`src/aluPath_cfg.svh`:
```
/* Operation codes, register-pair identifiers
   and operand-half select encodings */
`ifndef ALUPATH_CFG_SVH
`define ALUPATH_CFG_SVH

`define OP_ADD 3'd0
`define OP_SUB 3'd1
`define OP_AND 3'd2
`define OP_OR 3'd3
`define OP_XOR 3'd4

`define PAIR_BC 2'd0
`define PAIR_DE 2'd1
`define PAIR_HL 2'd2

// Half select, none leaves the bus at zero
`define SEL_NONE 2'd0
`define SEL_HIGH 2'd1
`define SEL_LOW 2'd2
`define SEL_PAIR 2'd3

`endif

```
`src/aluPathPkg.sv`:
```
/* Command, operand word, pipeline stage, result
   and complemented register bus types */
`default_nettype none

package aluPathPkg;

    typedef struct packed {
        logic [1:0] pair;
        logic [1:0] half;
    } operandSelT;

    typedef struct packed {
        logic [2:0] op;
        logic wide;
        operandSelT srcHigh;
        operandSelT srcLow;
        logic [1:0] dstPair;
        logic dstHalf;
        logic spare;
    } aluCmdT;

    typedef struct packed {
        logic [7:0] hiByte;
        logic [7:0] loByte;
    } byteHalvesT;

    // One bus word, read as a pair or as two bytes
    typedef union packed {
        logic [15:0] pairValue;
        byteHalvesT bytes;
    } operandWordU;

    typedef struct packed {
        logic valid;
        logic [2:0] op;
        logic wide;
        logic [1:0] dstPair;
        logic dstHalf;
        operandWordU high;
        operandWordU low;
    } muxStageT;

    typedef struct packed {
        logic [15:0] value;
        logic zero;
        logic carry;
        logic [1:0] dstPair;
        logic dstHalf;
        logic wide;
        logic [1:0] spare;
    } aluResultT;

    // Register outputs, active low as on the register board
    typedef struct packed {
        logic [7:0] notB;
        logic [7:0] notC;
        logic [7:0] notD;
        logic [7:0] notE;
        logic [7:0] notH;
        logic [7:0] notL;
    } pairBusT;

endpackage

`default_nettype wire

```
`src/registerPairFile.sv`:
```
/* BC, DE and HL register storage, complemented,
   with byte or whole-pair writeback */
`timescale 1ns/1ns
`default_nettype none
`include "aluPath_cfg.svh"

module registerPairFile import aluPathPkg::*; (
    input wire clk,
    input wire reset,
    input wire writeEnable,
    input wire [15:0] writeValue,
    input wire [1:0] writePair,
    input wire writeWide,
    input wire writeHalf,
    output pairBusT pairBus
);

    logic [7:0] notHigh [3];
    logic [7:0] notLow [3];

    // Zero is held as all ones
    always_ff @(posedge clk) begin
        if (reset) begin
            for (int p = 0; p < 3; p++) begin
                notHigh[p] <= 8'hFF;
                notLow[p] <= 8'hFF;
            end
        end else if (writeEnable) begin
            for (int p = 0; p < 3; p++) begin
                if (writePair == 2'(p)) begin
                    if (writeWide) begin
                        notHigh[p] <= ~writeValue[15:8];
                        notLow[p] <= ~writeValue[7:0];
                    end else if (writeHalf) begin
                        notHigh[p] <= ~writeValue[7:0];
                    end else begin
                        notLow[p] <= ~writeValue[7:0];
                    end
                end
            end
        end
    end

    assign pairBus = '{
        notB: notHigh[`PAIR_BC],
        notC: notLow[`PAIR_BC],
        notD: notHigh[`PAIR_DE],
        notE: notLow[`PAIR_DE],
        notH: notHigh[`PAIR_HL],
        notL: notLow[`PAIR_HL]
    };

endmodule

`default_nettype wire

```
`src/commandIssue.sv`:
```
/* Command acceptance with read-after-write hazard check,
   issue register and the register file */
`timescale 1ns/1ns
`default_nettype none
`include "aluPath_cfg.svh"

module commandIssue import aluPathPkg::*; (
    input wire clk,
    input wire reset,
    input wire cmdValid,
    input wire aluCmdT cmd,
    input wire stageReady,
    input wire busyMuxValid,
    input wire [1:0] busyMuxPair,
    input wire busyAluValid,
    input wire [1:0] busyAluPair,
    input wire writeEnable,
    input wire [15:0] writeValue,
    input wire [1:0] writePair,
    input wire writeWide,
    input wire writeHalf,
    output logic cmdReady,
    output logic issueValid,
    output aluCmdT issueCmd,
    output pairBusT pairBus
);

    logic hazard;

    function automatic logic readsPair(input aluCmdT c, input logic [1:0] pair);
        return (c.srcHigh.half != `SEL_NONE && c.srcHigh.pair == pair)
            || (c.srcLow.half != `SEL_NONE && c.srcLow.pair == pair);
    endfunction

    // ********************
    // Hazard check
    // ********************
    // An entry waiting here moves on to the mux stage, so it counts too
    assign hazard = (busyMuxValid && readsPair(cmd, busyMuxPair))
                 || (busyAluValid && readsPair(cmd, busyAluPair))
                 || (issueValid && readsPair(cmd, issueCmd.dstPair));

    assign cmdReady = (!issueValid || stageReady) && !hazard;

    always_ff @(posedge clk) begin
        if (reset) begin
            issueValid <= 1'b0;
        end else if (!issueValid || stageReady) begin
            issueValid <= cmdValid && cmdReady;
        end
    end

    always_ff @(posedge clk) begin
        if (cmdValid && cmdReady) begin
            issueCmd <= cmd;
        end
    end

    registerPairFile regFile0 (
        .clk(clk),
        .reset(reset),
        .writeEnable(writeEnable),
        .writeValue(writeValue),
        .writePair(writePair),
        .writeWide(writeWide),
        .writeHalf(writeHalf),
        .pairBus(pairBus)
    );

endmodule

`default_nettype wire

```
`src/pairOperandMux.sv`:
```
/* Operand selection stage, builds the High and Low buses
   from the complemented register pairs */
`timescale 1ns/1ns
`default_nettype none
`include "aluPath_cfg.svh"

module pairOperandMux import aluPathPkg::*; (
    input wire clk,
    input wire reset,
    input wire issueValid,
    input wire aluCmdT issueCmd,
    input wire pairBusT pairBus,
    input wire aluReady,
    output logic stageReady,
    output muxStageT stageOut,
    output logic busyMuxValid,
    output logic [1:0] busyMuxPair
);

    // Gated NOR per register, an unselected register gives zeros
    function automatic operandWordU placeOperand(input operandSelT sel, input pairBusT regs);
        logic [7:0] notHi;
        logic [7:0] notLo;
        logic hiOnUpper;
        logic hiOnLower;
        logic loOnLower;
        operandWordU word;
        case (sel.pair)
            `PAIR_BC: begin
                notHi = regs.notB;
                notLo = regs.notC;
            end
            `PAIR_DE: begin
                notHi = regs.notD;
                notLo = regs.notE;
            end
            `PAIR_HL: begin
                notHi = regs.notH;
                notLo = regs.notL;
            end
            default: begin
                notHi = 8'hFF;
                notLo = 8'hFF;
            end
        endcase
        hiOnUpper = sel.half == `SEL_PAIR;
        hiOnLower = sel.half == `SEL_HIGH;
        loOnLower = (sel.half == `SEL_LOW) || (sel.half == `SEL_PAIR);
        word.bytes.hiByte = ~(notHi | {8{!hiOnUpper}});
        word.bytes.loByte = ~(notHi | {8{!hiOnLower}}) | ~(notLo | {8{!loOnLower}});
        return word;
    endfunction

    assign stageReady = !stageOut.valid || aluReady;

    always_ff @(posedge clk) begin
        if (reset) begin
            stageOut.valid <= 1'b0;
        end else if (stageReady) begin
            stageOut <= '{
                valid: issueValid,
                op: issueCmd.op,
                wide: issueCmd.wide,
                dstPair: issueCmd.dstPair,
                dstHalf: issueCmd.dstHalf,
                high: placeOperand(issueCmd.srcHigh, pairBus),
                low: placeOperand(issueCmd.srcLow, pairBus)
            };
        end
    end

    assign busyMuxValid = stageOut.valid;
    assign busyMuxPair = stageOut.dstPair;

endmodule

`default_nettype wire

```
`src/aluStage.sv`:
```
/* Execute stage: add, subtract and logic operations with
   zero and carry flags, result register and writeback */
`timescale 1ns/1ns
`default_nettype none
`include "aluPath_cfg.svh"

module aluStage import aluPathPkg::*; (
    input wire clk,
    input wire reset,
    input wire muxStageT stageIn,
    input wire resultReady,
    output logic aluReady,
    output logic resultValid,
    output aluResultT result,
    output logic busyAluValid,
    output logic [1:0] busyAluPair,
    output logic writeEnable,
    output logic [15:0] writeValue,
    output logic [1:0] writePair,
    output logic writeWide,
    output logic writeHalf
);

    logic [15:0] opA;
    logic [15:0] opB;
    logic [16:0] raw;
    logic isArith;
    logic [15:0] value;
    logic carry;

    // ********************
    // Datapath
    // ********************
    always_comb begin
        // Narrow operations take the low byte of each bus
        if (stageIn.wide) begin
            opA = stageIn.high.pairValue;
            opB = stageIn.low.pairValue;
        end else begin
            opA = {8'h00, stageIn.high.bytes.loByte};
            opB = {8'h00, stageIn.low.bytes.loByte};
        end
        case (stageIn.op)
            `OP_ADD: raw = {1'b0, opA} + {1'b0, opB};
            `OP_SUB: raw = {1'b0, opA} - {1'b0, opB};
            `OP_AND: raw = {1'b0, opA & opB};
            `OP_OR: raw = {1'b0, opA | opB};
            `OP_XOR: raw = {1'b0, opA ^ opB};
            default: raw = '0;
        endcase
        isArith = (stageIn.op == `OP_ADD) || (stageIn.op == `OP_SUB);
        // Borrow shows up as the bit above the result width
        if (stageIn.wide) begin
            value = raw[15:0];
            carry = isArith && raw[16];
        end else begin
            value = {8'h00, raw[7:0]};
            carry = isArith && raw[8];
        end
    end

    // ********************
    // Result register
    // ********************
    assign aluReady = !resultValid || resultReady;

    always_ff @(posedge clk) begin
        if (reset) begin
            resultValid <= 1'b0;
        end else if (aluReady) begin
            resultValid <= stageIn.valid;
        end
    end

    always_ff @(posedge clk) begin
        if (aluReady && stageIn.valid) begin
            result <= '{
                value: value,
                zero: value == 16'h0000,
                carry: carry,
                dstPair: stageIn.dstPair,
                dstHalf: stageIn.dstHalf,
                wide: stageIn.wide,
                spare: 2'b00
            };
        end
    end

    // Writeback on the acceptance edge
    assign writeEnable = resultValid && resultReady;
    assign writeValue = result.value;
    assign writePair = result.dstPair;
    assign writeWide = result.wide;
    assign writeHalf = result.dstHalf;

    // An entry leaving this edge is already written back
    assign busyAluValid = resultValid && !resultReady;
    assign busyAluPair = result.dstPair;

endmodule

`default_nettype wire

```
`src/aluPathTop.sv`:
```
/* Top of the ALU path: issue, operand mux and execute stages */
`timescale 1ns/1ns
`default_nettype none

module aluPathTop import aluPathPkg::*; (
    input wire clk,
    input wire reset,
    input wire cmdValid,
    input wire aluCmdT cmd,
    input wire resultReady,
    output logic cmdReady,
    output logic resultValid,
    output aluResultT result
);

    logic issueValid;
    aluCmdT issueCmd;
    pairBusT pairBus;
    logic stageReady;
    muxStageT muxStage;
    logic aluReady;
    logic busyMuxValid;
    logic [1:0] busyMuxPair;
    logic busyAluValid;
    logic [1:0] busyAluPair;
    logic writeEnable;
    logic [15:0] writeValue;
    logic [1:0] writePair;
    logic writeWide;
    logic writeHalf;

    commandIssue issue0 (
        .clk(clk),
        .reset(reset),
        .cmdValid(cmdValid),
        .cmd(cmd),
        .stageReady(stageReady),
        .busyMuxValid(busyMuxValid),
        .busyMuxPair(busyMuxPair),
        .busyAluValid(busyAluValid),
        .busyAluPair(busyAluPair),
        .writeEnable(writeEnable),
        .writeValue(writeValue),
        .writePair(writePair),
        .writeWide(writeWide),
        .writeHalf(writeHalf),
        .cmdReady(cmdReady),
        .issueValid(issueValid),
        .issueCmd(issueCmd),
        .pairBus(pairBus)
    );

    pairOperandMux mux0 (
        .clk(clk),
        .reset(reset),
        .issueValid(issueValid),
        .issueCmd(issueCmd),
        .pairBus(pairBus),
        .aluReady(aluReady),
        .stageReady(stageReady),
        .stageOut(muxStage),
        .busyMuxValid(busyMuxValid),
        .busyMuxPair(busyMuxPair)
    );

    aluStage alu0 (
        .clk(clk),
        .reset(reset),
        .stageIn(muxStage),
        .resultReady(resultReady),
        .aluReady(aluReady),
        .resultValid(resultValid),
        .result(result),
        .busyAluValid(busyAluValid),
        .busyAluPair(busyAluPair),
        .writeEnable(writeEnable),
        .writeValue(writeValue),
        .writePair(writePair),
        .writeWide(writeWide),
        .writeHalf(writeHalf)
    );

endmodule

`default_nettype wire

```
`config.mk`:
```
export PLATFORM = sky130hd
export DESIGN_NAME = aluPathTop
export DESIGN_NICKNAME = d
export VERILOG_FILES = /design/src/aluPathPkg.sv /design/src/registerPairFile.sv /design/src/commandIssue.sv /design/src/pairOperandMux.sv /design/src/aluStage.sv /design/src/aluPathTop.sv
export VERILOG_INCLUDE_DIRS = /design/src /design/src/src
export SDC_FILE = /design/constraint.sdc
export NUM_CORES = 1
export LEC_CHECK = 0
export ABC_CLOCK_PERIOD_IN_PS = 6280
export BUFFER_PORTS_ARGS = -buffer_cell sky130_fd_sc_hd__clkbuf_2
export CAP_MARGIN = 20
export CORE_ASPECT_RATIO = 0.6
export CORE_MARGIN = 4
export CORE_UTILIZATION = 40
export DETAILED_ROUTE_END_ITERATION = 8
export PLACE_DENSITY = 0.56
export SLEW_MARGIN = 0
export SYNTH_ARGS = -nofsm -noshare
export SYNTH_HDL_FRONTEND = slang
export SYNTH_SLANG_ARGS = --single-unit
```
`constraint.sdc`:
```
create_clock -name clk -period 6.28 [get_ports clk]
set_input_delay 1.256 -clock clk [delete_from_list [all_inputs] [get_ports clk]]
set_output_delay 1.256 -clock clk [all_outputs]
set_load 0.05 [all_outputs]
```
==> results.ini <==
[status]
status = complete, no violations

[floorplanning]
core.rowCount = 38
io_pins = 46
chipWidth_um = 187
core-area_um2 = 18400
die_h_um = 115
die_area_um2 = 21500
initial_utilization_pct = 41.6

[sta]
final.min_clock_period_ns = 4.67
holdWs_ns = 0.424
clock_skew_ns = 0.00928
setup_viol_count_final = 0
tightestPinTransition_ns = 0.983
drv_slew = 0
finalHoldViolations = 0
max_freq_mhz = 214
fin_tns_setup_ns = 0
max_slew_margin_pct = 33.9
rsz0062_at_grt = no
fin_crit_sh_pct = 74.3

[flow_run]
cap_violations = 0

[hold_path]
min_path_type = reg2reg

[worst_setup_path]
crit_type = reg2reg
critPathArrivalTime_ns = 4.80
cp_max_fo = 10
required_ns = 6.41
cp-start-kind = flop
end_kind = flop

[pwr]
leakage_nw = 3.20
power_switching_w = 0.000605
p_per_area_nw_per_um2 = 274
clkPwrFrac_pct = 46.3
peakVddDrop_v = 0.000220
internal-power_w = 0.00181
sequentialPowerShare_pct = 41.0
p_comb_share_pct = 12.6
swShare_pct = 25.1

[routing]
avgRoutedWirePerCell_um = 22.3
drt_pass1_iterations = 6
dr.max_layer_used = met4
num_vias = 5837
drtIter0Drc = 603
drt-total-wl_mm = 21.9
wl_met3_mm = 2.24
drc = 0
wl_met2_mm = 8.58
ant_nets = 0
wl_met1_mm = 10.8
vias_per_cell = 5.95

[cts]
cts_root_buffer = clkbuf_16
clk_pin_slew_ns = 0.06
clk_latency_ns = 0.42
cts_hold_buf = 0
postCtsSetupRepairBufs = 0
cts_tree = yes
clk_path_buf_depth = 2
cts_buffers = 17
cts.sinks = 127
cts-resized-gates = 0
htreeDepth = 4

[final_layout]
fin_nets = 798
area_growth_pct = 14.7
fill_cells = 1642
drive_gt1_share_pct = 19.0
insertedDiodeCount = 0
post-route-util_pct = 47.7

[synthesis]
synth_most_common_cell = edfxtp_1
synth_area_leaders = edfxtp_1 (49%), ha_1 (8.0%), mux2_2 (7.0%)
synth_area_um2 = 7670
synth-seq-cells = 127
synth.yosys.seq_area_share_pct = 49.3
synthFlopType = edfxtp_1
async_reset_ff_share_pct = 0
yosysTopAreaCell = edfxtp_1
synthCells = 692
yosysTopAreaCellShare_pct = 48.5
yosysUniqueCellTypes = 59
synth_commonest_cells = edfxtp_1 (124), nand2_1 (79), ha_1 (49), mux2_2 (48), inv_1 (41)
yosysWarnings = 0
synth_edf_count = 124
synth.avg_cell_area_um2 = 11.1

[global_route]
first_global_vias = 5707
grt_pass1_wl_mm = 33.4
antenna_found_initial = 1
gr-total-overflow = 0
grtUsageTotal_pct = 20.5
grt_max_degree = 40

[placed_design]
post-dp-hpwl_mm = 16.4
place.gp.congestion = 0.868
io_buffers = 42

-- power groups by stage --
| stage | registers [W] | logic [W] | clock network (W) |
|---|---|---|---|
| 5_1_grt | 0.000994 | 0.000333 | 0.00116 |
| 3_3_place_gp | 0.00101 | 0.000290 | 0 |
| 3_5_place_dp | 0.00101 | 0.000297 | 0 |
| 4_1_cts | 0.000991 | 0.000299 | 0.00112 |
| 2_1_floorplan | 0.00101 | 0.000204 | 0 |
| 6_report | 0.000991 | 0.000305 | 0.00112 |
-- stage by stage --
stage | area [µm²] | power (W) | worst slack [ns] | std cells
floorplan | 7680 | 0.00121 | 1.83 | 693
global placement | 8110 | 0.00130 | 1.71 | 948
global route | 8800 | 0.00249 | 1.34 | 981
detailed placement | 8110 | 0.00130 | 1.79 | 948
finish | 8800 | 0.00241 | 1.61 | 981
CTS | 8770 | 0.00241 | 1.74 | 980
-- kinds of logic (layout without fill, tap and decap cells) --
kind of cell	Yosys count	after routing	synth area share [%]
compound gates	171	171	15.7
xor+xnor	35	35	4.00
fa+ha+maj	50	50	8.25
buf+inv	79	127	4.26
flops	127	127	49.3
mux	49	49	7.18
other cells	1	2	0.0489
simple gates	180	180	11.2
-- sequential cells by signal, summed over array words and instances (netlist names) --
name / cells
alu0.busyAluPair: 2
alu0.result: 2
alu0.resultValid: 1
alu0.writeHalf: 1
alu0.writeValue: 16
alu0.writeWide: 1
issue0.issueCmd: 15
issue0.issueValid: 1
issue0.regFile0.notHigh: 24
issue0.regFile0.notLow: 24
mux0.busyMuxPair: 2
mux0.busyMuxValid: 1
mux0.stageOut: 37
-- placed cells by master (no fill, tap or decap), types with 11 or more instances in the layout --
cell type,instances
inv_1,41
edfxtp_1,124
ha_1,49
xor2_1,13
a21o_1,11
mux2_2,48
o22a_1,15
clkbuf_2,42
nor2b_1,16
o21ai_0,19
a22oi_1,24
nand2_1,79
nor2_1,35
xnor2_1,22
buf_4,11
clkbuf_16,17
o22ai_1,35
a21oi_1,18
-- per-layer routing --
layer  GRT usage (%)  vias to the layer above
met1            31.8                     2879
met4            3.69                        0
met2            28.0                      280
met3            6.61                       25
li1                -                     2653
met5               0                        -
-- final cells by class --
cell class | instances | area (µm²) | share of cell area, %
inverters | 41 | 154 | 1.75
clock buffers | 17 | 425 | 4.83
well taps | 240 | 300 | 3.41
repair buffers | 54 | 320 | 3.64
multi-input cells | 487 | 3580 | 40.6
clock inverters | 15 | 241 | 2.74
flip-flops and latches | 127 | 3780 | 43.0
-- final timing paths --
path | from | end | slack, ns | cells after the start
max | mux0.stageOut[37] | alu0.result[6] | 1.61 | 14
min | issue0.issueCmd[12] | mux0.stageOut[35] | 0.42 | 0
max reg2reg | mux0.stageOut[37] | alu0.result[6] | 1.61 | 14
min reg2reg | issue0.issueCmd[12] | mux0.stageOut[35] | 0.42 | 0
-- critical path: stages (launching register included) --
cell,delay (ns)
edfxtp_1,0.36
buf_4,0.20
or2_1,0.36
nor2_1,0.13
buf_4,0.20
mux2i_1,0.13
fa_1,0.44
a211oi_1,0.41
o211ai_1,0.19
a2111oi_0,0.82
o31ai_1,0.26
a21o_1,0.23
a21oi_1,0.21
xor2_1,0.30
a221oi_1,0.13
Note: power is estimated with default switching activity, not from simulation.
